<file path="src/stream_pkg.sv">
// Byte stream types
package stream_pkg;

    // **************************************************
    // Word and user field
    // **************************************************

    // Bytes per beat
    localparam int DATA_BYTES = 4;

    // Width of the per-packet word counter
    localparam int WORD_CNT_BITS = 16;

    typedef logic [8*DATA_BYTES-1:0] data_t;

    // Valid bytes in a beat, zero means a full word
    typedef logic [1:0] byte_cnt_t;

    // Error flag on top, byte count below
    typedef logic [2:0] user_t;

    // Forward half of a stream beat
    typedef struct packed {
        data_t data;
        user_t user;
        logic  last;
        logic  valid;
    } beat_t;

    // **************************************************
    // User field helpers
    // **************************************************

    function automatic logic get_error(user_t user);
        return user[2];
    endfunction

    // Byte count with a full word given as 4
    function automatic logic [2:0] get_bytes(user_t user);
        byte_cnt_t cnt;
        cnt = user[1:0];
        return (cnt == '0) ? 3'(DATA_BYTES) : {1'b0, cnt};
    endfunction

    // Count wraps to zero for a full word
    function automatic user_t make_user(logic error, logic [2:0] bytes);
        byte_cnt_t cnt;
        cnt = bytes[1:0];
        return {error, cnt};
    endfunction

endpackage

</file>
<file path="src/remove_pkg.sv">
// Byte removal control types
package remove_pkg;

    // Removal FSM states
    typedef enum logic [1:0] {
        PRE_REMOVE,
        REMOVING,
        POST_REMOVE,
        BONUS
    } remove_state_t;

    // Output data mux select
    typedef enum logic [2:0] {
        PASS_THRU,
        ONE_WORD,
        FIRST_SHIFT,
        PREFIRST_SHIFT,
        REM_SHIFT,
        BONUS_WORD
    } data_sel_t;

    // Where the current input beat sits relative to the range
    typedef struct packed {
        // Beat holds rem_start
        logic reached_start;
        // Beat holds rem_end
        logic reached_end;
        // Beat holds rem_end plus one word, or rem_end when wrapping
        logic reached_end_plus;
    } position_t;

endpackage

</file>
<file path="src/packet_position.sv">
// Packet word position tracker
module packet_position #(
    parameter int rem_start = 6,
    parameter int rem_end   = 9
) (
    input  logic                   s0,
    input  logic                   rst_n,
    input  logic                   in_fire,
    input  logic                   in_last,
    output remove_pkg::position_t  pos
);
    import stream_pkg::*;
    import remove_pkg::*;

    localparam int START_BYTE = rem_start % DATA_BYTES;
    localparam int END_BYTE   = rem_end % DATA_BYTES;
    localparam int START_WORD = rem_start / DATA_BYTES;
    localparam int END_WORD   = rem_end / DATA_BYTES;

    // Range bridges a word boundary without touching either edge
    localparam bit WRAP = (START_BYTE != 0) && (END_BYTE != DATA_BYTES-1) &&
                          (END_BYTE < START_BYTE);
    // Wrap case needs the end-plus word one beat early
    localparam int END_PLUS_WORD = WRAP ? END_WORD : END_WORD + 1;

    logic [WORD_CNT_BITS-1:0] word_cnt;

    // Index of the current input beat within its packet
    always_ff @(posedge s0 or negedge rst_n) begin
        if (!rst_n) begin
            word_cnt <= '0;
        end else if (in_fire) begin
            if (in_last)
                word_cnt <= '0;
            else
                word_cnt <= word_cnt + 1'b1;
        end
    end

    always_comb begin
        pos.reached_start    = (word_cnt == WORD_CNT_BITS'(START_WORD));
        pos.reached_end      = (word_cnt == WORD_CNT_BITS'(END_WORD));
        pos.reached_end_plus = (word_cnt == WORD_CNT_BITS'(END_PLUS_WORD));
    end

    // Packets longer than the counter would alias onto the range
    a_no_wrap: assert property (@(posedge s0) disable iff (!rst_n)
        in_fire && !in_last |=> word_cnt != '0)
        else $error("word counter wrapped inside a packet");

endmodule

</file>
<file path="src/word_shifter.sv">
// Static shift data path
module word_shifter #(
    parameter int rem_start = 6,
    parameter int rem_end   = 9
) (
    input  logic                       s0,
    input  logic                       rst_n,
    input  stream_pkg::data_t          in_data,
    input  logic                       in_fire,
    input  remove_pkg::remove_state_t  state,
    input  remove_pkg::data_sel_t      sel,
    input  logic                       first_last,
    output stream_pkg::data_t          out_data
);
    import stream_pkg::*;
    import remove_pkg::*;

    localparam int BYTES_REMOVED    = rem_end - rem_start + 1;
    localparam int START_BYTE       = rem_start % DATA_BYTES;
    localparam int END_BYTE         = rem_end % DATA_BYTES;
    localparam int FIRST_BYTE_AFTER = (END_BYTE + 1) % DATA_BYTES;
    localparam int BYTE_SHIFT       = BYTES_REMOVED % DATA_BYTES;

    localparam bit SINGLE       = BYTES_REMOVED <= DATA_BYTES;
    localparam bit START_AT_LSB = START_BYTE == 0;
    localparam bit END_AT_MSB   = END_BYTE == DATA_BYTES-1;
    localparam bit EXACT        = START_AT_LSB && END_AT_MSB;
    localparam bit MIDDLE       = END_BYTE >= START_BYTE;
    localparam bit MULTI_MIDDLE = !START_AT_LSB && !END_AT_MSB && MIDDLE && !SINGLE;

    data_t first_data;
    data_t last_data;
    data_t first_shift;
    data_t prefirst_shift;
    data_t rem_shift;
    data_t one_word;
    data_t bonus_word;

    // Low n bytes of a word
    function automatic data_t low_bytes(data_t d, int n);
        return d & ({$bits(data_t){1'b1}} >> ((DATA_BYTES - n) * 8));
    endfunction

    // Stack hi above the low n bytes of lo
    function automatic data_t join_bytes(data_t hi, data_t lo, int n);
        return (hi << (n * 8)) | low_bytes(lo, n);
    endfunction

    // Bytes past the removed range moved down to byte 0
    function automatic data_t end_part(data_t d);
        return d >> (FIRST_BYTE_AFTER * 8);
    endfunction

    function automatic data_t bs_part(data_t d);
        return d >> (BYTE_SHIFT * 8);
    endfunction

    // **************************************************
    // Word cache
    // **************************************************
    always_ff @(posedge s0 or negedge rst_n) begin
        if (!rst_n) begin
            first_data <= '0;
            last_data  <= '0;
        end else begin
            // Previous word feeds the shift in these cases
            if (in_fire && (MULTI_MIDDLE || START_AT_LSB) && state != BONUS)
                last_data <= in_data;
            if (in_fire && first_last)
                first_data <= in_data;
        end
    end

    // **************************************************
    // Shift combinations per range placement
    // **************************************************
    always_comb begin
        // Whole words removed
        first_shift    = in_data;
        prefirst_shift = in_data;
        rem_shift      = in_data;
        one_word       = in_data;
        bonus_word     = bs_part(in_data);
        if (EXACT) begin
            bonus_word = in_data;
        end else if (START_AT_LSB) begin
            // Leading bytes dropped and whole prior words already gone
            first_shift = join_bytes(in_data, bs_part(last_data), DATA_BYTES - BYTE_SHIFT);
            rem_shift   = first_shift;
            one_word    = end_part(in_data);
        end else if (END_AT_MSB) begin
            first_shift = join_bytes(in_data, first_data, START_BYTE);
            rem_shift   = join_bytes(in_data, bs_part(first_data), DATA_BYTES - BYTE_SHIFT);
        end else if (MIDDLE) begin
            // Kept head, then tail of the end word, then new data
            if (SINGLE) begin
                first_shift = join_bytes(join_bytes(in_data, end_part(first_data),
                                                    DATA_BYTES - FIRST_BYTE_AFTER),
                                         first_data, START_BYTE);
            end else begin
                prefirst_shift = join_bytes(end_part(in_data), first_data, START_BYTE);
                first_shift    = join_bytes(join_bytes(in_data, end_part(last_data),
                                                       DATA_BYTES - FIRST_BYTE_AFTER),
                                            first_data, START_BYTE);
            end
            rem_shift = join_bytes(in_data, bs_part(first_data), DATA_BYTES - BYTE_SHIFT);
            one_word  = join_bytes(end_part(in_data), in_data, START_BYTE);
        end else begin
            // Wrap across a word boundary
            first_shift = join_bytes(end_part(in_data), first_data, START_BYTE);
            rem_shift   = join_bytes(in_data, bs_part(first_data), DATA_BYTES - BYTE_SHIFT);
        end
        if (BYTE_SHIFT == 0)
            rem_shift = in_data;
    end

    always_comb begin
        case (sel)
            PASS_THRU:      out_data = in_data;
            ONE_WORD:       out_data = one_word;
            FIRST_SHIFT:    out_data = first_shift;
            PREFIRST_SHIFT: out_data = MULTI_MIDDLE ? prefirst_shift : first_shift;
            REM_SHIFT:      out_data = rem_shift;
            BONUS_WORD:     out_data = bonus_word;
            default:        out_data = in_data;
        endcase
    end

endmodule

</file>
<file path="src/remove_ctrl.sv">
// Byte removal controller
module remove_ctrl #(
    parameter int rem_start = 6,
    parameter int rem_end   = 9
) (
    input  logic                       s0,
    input  logic                       rst_n,
    input  stream_pkg::beat_t          in_beat,
    input  remove_pkg::position_t      pos,
    input  logic                       out_ready,
    output logic                       in_ready,
    output stream_pkg::user_t          out_user,
    output logic                       out_last,
    output logic                       out_valid,
    output remove_pkg::data_sel_t      sel,
    output remove_pkg::remove_state_t  state,
    output logic                       first_last
);
    import stream_pkg::*;
    import remove_pkg::*;

    localparam int BYTES_REMOVED    = rem_end - rem_start + 1;
    localparam int START_BYTE       = rem_start % DATA_BYTES;
    localparam int END_BYTE         = rem_end % DATA_BYTES;
    localparam int START_WORD       = rem_start / DATA_BYTES;
    localparam int END_WORD         = rem_end / DATA_BYTES;
    localparam int FIRST_BYTE_AFTER = (END_BYTE + 1) % DATA_BYTES;
    localparam int BYTE_SHIFT       = BYTES_REMOVED % DATA_BYTES;
    localparam int BYTE_CARRY       = DATA_BYTES - BYTE_SHIFT;

    localparam bit SINGLE       = BYTES_REMOVED <= DATA_BYTES;
    localparam bit START_AT_LSB = START_BYTE == 0;
    localparam bit END_AT_MSB   = END_BYTE == DATA_BYTES-1;
    localparam bit EXACT        = START_AT_LSB && END_AT_MSB;
    localparam bit MIDDLE       = END_BYTE >= START_BYTE;
    localparam bit MULTI_MIDDLE = !START_AT_LSB && !END_AT_MSB && MIDDLE && !SINGLE;
    localparam bit WRAP         = !START_AT_LSB && !END_AT_MSB && !MIDDLE;

    remove_state_t next_state;
    logic [2:0]    in_cnt;
    logic          err_acc;
    logic          err_now;
    logic          in_fire;
    logic          out_fire;

    assign in_cnt   = get_bytes(in_beat.user);
    assign err_now  = get_error(in_beat.user) || err_acc;
    assign in_fire  = in_beat.valid && in_ready;
    assign out_fire = out_valid && out_ready;

    // Capture the first word on start, on leaving removal, and outside removal
    assign first_last = pos.reached_start || next_state == POST_REMOVE ||
                        state != REMOVING;

    // **************************************************
    // Removal FSM
    // **************************************************
    always_comb begin
        next_state = state;
        sel        = PASS_THRU;
        out_user   = in_beat.user;
        out_last   = in_beat.last;
        out_valid  = in_beat.valid;
        in_ready   = out_ready;
        case (state)
            PRE_REMOVE: begin
                if (pos.reached_start && in_beat.last) begin
                    // Packet ends in the start word
                    sel = ONE_WORD;
                    if (in_cnt <= 3'(START_BYTE))
                        out_user = make_user(err_now, in_cnt);
                    else if (START_WORD != END_WORD || in_cnt <= 3'(END_BYTE))
                        out_user = make_user(1'b1, 3'(START_BYTE));
                    else
                        out_user = make_user(err_now, 3'(in_cnt - BYTES_REMOVED));
                    // Nothing left to terminate the packet with
                    if (START_AT_LSB)
                        out_user[2] = 1'b1;
                end else if (pos.reached_start) begin
                    out_valid = 1'b0;
                    if (in_beat.valid)
                        next_state = REMOVING;
                end
            end
            REMOVING: begin
                // Dropped beats are accepted freely
                sel       = FIRST_SHIFT;
                out_user  = make_user(1'b0, 3'(DATA_BYTES));
                out_last  = 1'b0;
                out_valid = 1'b0;
                in_ready  = 1'b1;
                if (in_beat.last && !pos.reached_end && !pos.reached_end_plus) begin
                    // Ended inside the range
                    out_user  = make_user(1'b1, 3'd0);
                    out_last  = 1'b1;
                    out_valid = in_beat.valid;
                    in_ready  = out_ready;
                    if (out_ready && in_beat.valid)
                        next_state = PRE_REMOVE;
                end else if (in_beat.last && pos.reached_end && !pos.reached_end_plus) begin
                    // Ends in the end word, kept bytes not shifted in yet
                    if (MULTI_MIDDLE)
                        sel = PREFIRST_SHIFT;
                    else if (START_AT_LSB)
                        sel = ONE_WORD;
                    out_last  = 1'b1;
                    out_valid = in_beat.valid;
                    in_ready  = out_ready;
                    if (in_cnt <= 3'(FIRST_BYTE_AFTER) || END_AT_MSB)
                        out_user = make_user(1'b1, 3'd0);
                    else if (MULTI_MIDDLE)
                        out_user = make_user(err_now, 3'(in_cnt + BYTE_CARRY));
                    else
                        out_user = make_user(err_now, 3'(in_cnt - FIRST_BYTE_AFTER));
                    if (EXACT)
                        out_user[2] = 1'b1;
                    if (out_ready && in_beat.valid)
                        next_state = PRE_REMOVE;
                end else if (in_beat.last && pos.reached_end_plus &&
                             in_cnt > 3'(BYTE_SHIFT) && BYTE_SHIFT != 0) begin
                    // Tail overflows, hold input for the bonus beat
                    out_valid = in_beat.valid;
                    in_ready  = 1'b0;
                    if (in_beat.valid && out_ready)
                        next_state = BONUS;
                end else if (in_beat.last && pos.reached_end_plus) begin
                    out_last  = 1'b1;
                    out_valid = in_beat.valid;
                    in_ready  = out_ready;
                    if (EXACT)
                        out_user = make_user(err_now, in_cnt);
                    else
                        out_user = make_user(err_now, 3'(in_cnt + BYTE_CARRY));
                    if (WRAP && in_cnt <= 3'(FIRST_BYTE_AFTER))
                        out_user = make_user(1'b1, 3'd0);
                    if (out_ready && in_beat.valid)
                        next_state = PRE_REMOVE;
                end else if (pos.reached_end_plus) begin
                    out_valid = in_beat.valid;
                    in_ready  = out_ready;
                    if (out_ready && in_beat.valid)
                        next_state = POST_REMOVE;
                end
            end
            POST_REMOVE: begin
                sel      = REM_SHIFT;
                out_user = make_user(1'b0, 3'(DATA_BYTES));
                out_last = 1'b0;
                if (in_beat.last && in_cnt > 3'(BYTE_SHIFT) && BYTE_SHIFT != 0) begin
                    in_ready = 1'b0;
                    if (in_beat.valid && out_ready)
                        next_state = BONUS;
                end else if (in_beat.last) begin
                    out_last = 1'b1;
                    out_user = make_user(err_now, 3'(in_cnt + BYTE_CARRY));
                    if (out_ready && in_beat.valid)
                        next_state = PRE_REMOVE;
                end
            end
            BONUS: begin
                // Final input beat presented again for its overflow bytes
                sel      = BONUS_WORD;
                out_user = make_user(err_now, 3'(in_cnt - BYTE_SHIFT));
                out_last = 1'b1;
                if (out_ready && in_beat.valid)
                    next_state = PRE_REMOVE;
            end
            default: next_state = PRE_REMOVE;
        endcase
    end

    always_ff @(posedge s0 or negedge rst_n) begin
        if (!rst_n)
            state <= PRE_REMOVE;
        else
            state <= next_state;
    end

    // Error accumulates per packet, held until the bonus beat leaves
    always_ff @(posedge s0 or negedge rst_n) begin
        if (!rst_n)
            err_acc <= 1'b0;
        else if (out_fire && out_last && state == BONUS)
            err_acc <= 1'b0;
        else if (in_fire && in_beat.last && next_state != BONUS)
            err_acc <= 1'b0;
        else if (in_fire)
            err_acc <= err_now;
    end

    a_hold_off: assert property (@(posedge s0) disable iff (!rst_n)
        !in_ready |-> !out_ready ||
            (in_beat.valid && in_beat.last && state inside {REMOVING, POST_REMOVE}))
        else $error("input held off outside the bonus condition");

    a_no_removed_out: assert property (@(posedge s0) disable iff (!rst_n)
        state == REMOVING && !in_beat.last && !pos.reached_end_plus |-> !out_valid)
        else $error("output valid for a removed beat");

endmodule

</file>
<file path="src/byte_remover.sv">
// Byte range remover top
module byte_remover #(
    parameter int rem_start = 6,
    parameter int rem_end   = 9
) (
    input  logic               s0,
    input  logic               rst_n,
    input  stream_pkg::beat_t  in_beat,
    output logic               in_ready,
    output stream_pkg::beat_t  out_beat,
    input  logic               out_ready
);
    import remove_pkg::*;

    position_t     pos;
    remove_state_t state;
    data_sel_t     sel;
    logic          first_last;
    logic          in_fire;

    // Input transfer strobe
    assign in_fire = in_beat.valid && in_ready;

    packet_position #(
        .rem_start (rem_start),
        .rem_end   (rem_end)
    ) packet_position_i (
        .s0      (s0),
        .rst_n   (rst_n),
        .in_fire (in_fire),
        .in_last (in_beat.last),
        .pos     (pos)
    );

    remove_ctrl #(
        .rem_start (rem_start),
        .rem_end   (rem_end)
    ) remove_ctrl_i (
        .s0         (s0),
        .rst_n      (rst_n),
        .in_beat    (in_beat),
        .pos        (pos),
        .out_ready  (out_ready),
        .in_ready   (in_ready),
        .out_user   (out_beat.user),
        .out_last   (out_beat.last),
        .out_valid  (out_beat.valid),
        .sel        (sel),
        .state      (state),
        .first_last (first_last)
    );

    word_shifter #(
        .rem_start (rem_start),
        .rem_end   (rem_end)
    ) word_shifter_i (
        .s0         (s0),
        .rst_n      (rst_n),
        .in_data    (in_beat.data),
        .in_fire    (in_fire),
        .state      (state),
        .sel        (sel),
        .first_last (first_last),
        .out_data   (out_beat.data)
    );

endmodule

</file>
<file path="config.mk">
export PLATFORM = sky130hd
export DESIGN_NAME = byte_remover
export DESIGN_NICKNAME = d
export VERILOG_FILES = /design/src/stream_pkg.sv /design/src/remove_pkg.sv /design/src/packet_position.sv /design/src/word_shifter.sv /design/src/remove_ctrl.sv /design/src/byte_remover.sv
export SDC_FILE = /design/constraint.sdc
export NUM_CORES = 1
export LEC_CHECK = 0
export BUFFER_PORTS_ARGS = -buffer_cell sky130_fd_sc_hd__buf_2
export CORE_UTILIZATION = 40
export DETAILED_ROUTE_END_ITERATION = 7
export PLACE_DENSITY = 0.66
export SETUP_SLACK_MARGIN = 0.1
export SLEW_MARGIN = 25
export SYNTH_ARGS = -nofsm -noshare
export SYNTH_HDL_FRONTEND = slang
export SYNTH_SLANG_ARGS = --single-unit
</file>
<file path="constraint.sdc">
create_clock -name s0 -period 2.4 [get_ports s0]
set_clock_uncertainty 0.05 [all_clocks]
set_input_delay 0.24 -clock s0 [delete_from_list [all_inputs] [get_ports s0]]
set_output_delay 0.24 -clock s0 [all_outputs]
set_load 0.01 [all_outputs]
</file>
==> metrics.md <==
| Metric | Value |
|---|---|
| Status | `finished with violations` |
| Failing checks | `hold timing` |
| Register area share after synthesis | `36.9%` |
| Fin crit period | `2.32 ns` |
| Reg-to-reg critical path endpoint | `word_shifter_i.first_data[2]$_DFFE_PN0P_` |
| WHS | `-0.0287 ns` |
| Final HPWL DP | `3.30 mm` |
| Full die area | `0.00624 sq mm` |
| Wire per inst | `13.3 um` |
| IO Port Bufs | `45` |
| Final wirelength | `4.59 mm` |
| Maximum fanout along the worst path | `4` |
| First-pass GRT wire length | `7.53 mm` |
| R2R depth | `8` |
| Fmax | `431 MHz` |
| Startpoint types | `flip-flop` |
| Utilization after layout | `49.6%` |
| H-tree Lvls | `2` |
| CTS Root Cell | `clkbuf_8` |
| NumNets Final | `322` |
| Core area | `0.00561 sq mm` |
| Clk buf depth | `2` |
| Crit path capture type | `primary output` |
| Max-slew violation count | `0` |
| Routability Congestion | `0.806` |
| Total gr overflow | `0` |
| Die height | `79.0 um` |
| Worst r2r src | `packet_position_i.word_cnt[0]$_DFFE_PN0P_` |
| Comb pwr share | `41.0%` |
| Share of cells above drive strength 1 | `43.8%` |
| PwrDens | `846 mW/mm^2` |
| Setup violators final | `0` |
| Peak VDD IR | `0.000473 V` |
| Worst setup path class | `flip-flop to primary output` |
| Via-to-Cell Ratio | `5.21` |
| Final Hold Viols | `35` |
| Sw power | `774 uW` |
| Initial Util | `42.3%` |
| Vias in the first global route | `1602` |
| GRT Total Usage | `15.1%` |
| Clock-pin slew of the registers on the worst-case setup and hold paths | `0.07 ns` |
| RSZ-0062 raised after global routing | `true` |
| Critical Path AT | `2.03 ns` |
| Yosys top cell area share | `36.9%` |
| Reg power frac | `37.6%` |
| Post-synthesis net count | `282` |
| Worst Slack Setup Final | `0.0806 ns` |
| 1st-iter DRT viols | `148` |
| Clock power share | `21.4%` |
| Post-synth top area cell | `dfrtp_1` |
| Distinct cells, synth | `41` |
| Pin count of the biggest net entering global routing | `36` |
| Row count | `27` |
| ANT nets after route | `0` |
| Ys Warns | `0` |
| Flop2flop setup slack | `0.34 ns` |
| Drt drc | `0` |
| Initial antenna violation count | `0` |
| N_diodes | `0` |
| Net Sw Frac | `32.8%` |
| Syn Inst Count | `234` |
| CTS tree | `built` |
| Async S/R FF share, synth | `100%` |
| Post-Place Cells | `328` |
| Max_slew headroom | `50.3%` |
| Syn Area/Cell | `10.1 sq um` |
| Hold Crit Class | `input port to async pin` |
| TritonRoute pass-1 iters | `4` |
| Die X-Extent | `79.0 um` |
| Pint | `1.58 mW` |
| Max cap viols | `0` |
| Layout Cells excl Fill | `346` |
| Slew @ Worst Pin | `0.745 ns` |
| Part of the cycle the worst path needs | `96.6%` |
| Leakage power | `1.26 nW` |
| Main flop type after synthesis | `dfrtp_1` |
| Via count | `1802` |
| Register bit total from synthesis | `35` |
| Critical Path RT | `2.11 ns` |
| EDFF count, synth | `0` |
| Clk_lat worst skew | `0.28 ns` |
| IO Pins | `78` |
| Netlist Area Pre-Place | `0.00237 sq mm` |
| TritonCTS buffer count | `5` |
| Pre-CTS WS | `0.299 ns` |
| Clock Sinks | `35` |
| Top cells by area, synth | `dfrtp_1 37%, mux2_2 10%, mux2_4 6.3%` |
| Area Overhead vs Synth | `17.4%` |
## power groups by stage
stage / Combinational, mW / Clock, mW / Sequential [mW]
2_1_floorplan: 0.715 / 0 / 0.834
3_3_place_gp: 0.872 / 0 / 0.890
3_5_place_dp: 0.886 / 0 / 0.887
4_1_cts: 0.893 / 0.516 / 0.884
5_1_grt: 1.05 / 0.549 / 0.911
6_report: 0.966 / 0.503 / 0.887
## cell type report
cell class                      instances  area, sq um
Sequential cell                        35          885
Inverter                                9         33.8
Tap cell                               72         90.1
Clock inverter                          1         30.0
Clock buffer                            6         72.6
Multi-Input combinational cell        163         1320
Fill cell                             526         2820
Timing Repair Buffer                   60          350
## cell families (layout without fill, tap and decap cells)
family / count (synthesis) / count (layout) / synth area share (%)
and+or+nand+nor: 73 / 73 / 17.9
AOI/OAI and AO/OA: 42 / 42 / 12.2
buffers and inverters: 36 / 76 / 9.02
DFF: 35 / 35 / 36.9
muxes: 32 / 32 / 16.8
adders and majority gates: 8 / 8 / 4.22
xor gates and xnor gates: 8 / 8 / 2.96
## metrics by stage
stage               power [mW]  instance area, sq um  setup TNS (ns)
global placement          1.76                  2550               0
CTS                       2.29                  2680               0
floorplan                 1.55                  2370               0
finish                    2.36                  2780               0
detailed placement        1.77                  2550               0
global route              2.51                  2780         -0.0619
## critical path, stage by stage (launching register included)
cell	delay [ns]
dfrtp_1	0.43
inv_1	0.09
ha_1	0.24
nor2b_2	0.22
a31oi_1	0.07
nor3_2	0.21
nor2_1	0.06
a311oi_1	0.26
buf_2	0.18
## sequential cells by signal, summed over array words and instances (netlist names)
| name | cells |
|---|---|
| remove_ctrl_i.state | 2 |
| remove_ctrl_i.err_acc | 1 |
| packet_position_i.word_cnt | 16 |
| word_shifter_i.first_data | 16 |
## placed cells by master, fill, tap and decap left out, drive strengths merged, types with 2 or more instances in the layout
cell / n
nor2: 20
nand3: 8
and4: 2
nor4: 5
o21ai: 9
ha: 8
a21oi: 13
xnor2: 5
nand2: 10
a211oi: 6
nor3: 7
xor2: 3
a21o: 5
nand2b: 3
mux2: 32
inv: 9
dfrtp: 35
buf: 60
and3: 4
nor2b: 2
clkbuf: 6
a32oi: 2
nand4: 7
o21bai: 2
## cells in the mapped netlist, types with 2 or more instances
master and n:
buf_2 3, nand2b_1 3, mux2_4 10, nor3_1 7, and3_1 4, o21bai_1 2
clkbuf_1 5, dfrtp_1 35, nor2b_1 2, nand4_1 7, nand2_1 10, o21ai_0 9
nor2_1 20, xnor2_1 5, a21oi_1 13, xor2_1 3, nor4_4 3, mux2_2 22
nor4_1 2, ha_1 8, buf_4 18, nand3_1 8, inv_1 9, a211oi_1 5
a21o_1 5
## routing by layer
metal  vias up  global-route usage, %  share of wire, %
met2        58                   23.3                46
li1        900                      -                 -
met5         -                      0                 0
met3         4                   3.91               5.4
met1       840                   21.3                48
met4         0                   2.73              0.20
## worst max-delay path by stage
stage | from | endpoint | slack, ns
after CTS | packet_position_i.word_cnt[6]$_DFFE_PN0P_ | out_beat[3] | 0.10
final | packet_position_i.word_cnt[1]$_DFFE_PN0P_ | out_beat[3] | 0.08
after global placement | packet_position_i.word_cnt[9]$_DFFE_PN0P_ | out_beat[3] | 0.30
after floorplan | packet_position_i.word_cnt[0]$_DFFE_PN0P_ | word_shifter_i.first_data[10]$_DFFE_PN0P_ | 0.36
after global routing | packet_position_i.word_cnt[12]$_DFFE_PN0P_ | out_beat[3] | -0.03
after detailed placement | packet_position_i.word_cnt[0]$_DFFE_PN0P_ | word_shifter_i.first_data[2]$_DFFE_PN0P_ | 0.30
## what timing repair did
item                       4_1_cts  5_1_grt
hold buffers                     0        0
resized for setup                3       14
setup endpoints to repair        1        5
buffers inserted                 3        8
pin swaps                        4       14
Power figures use the tool's default switching activity.
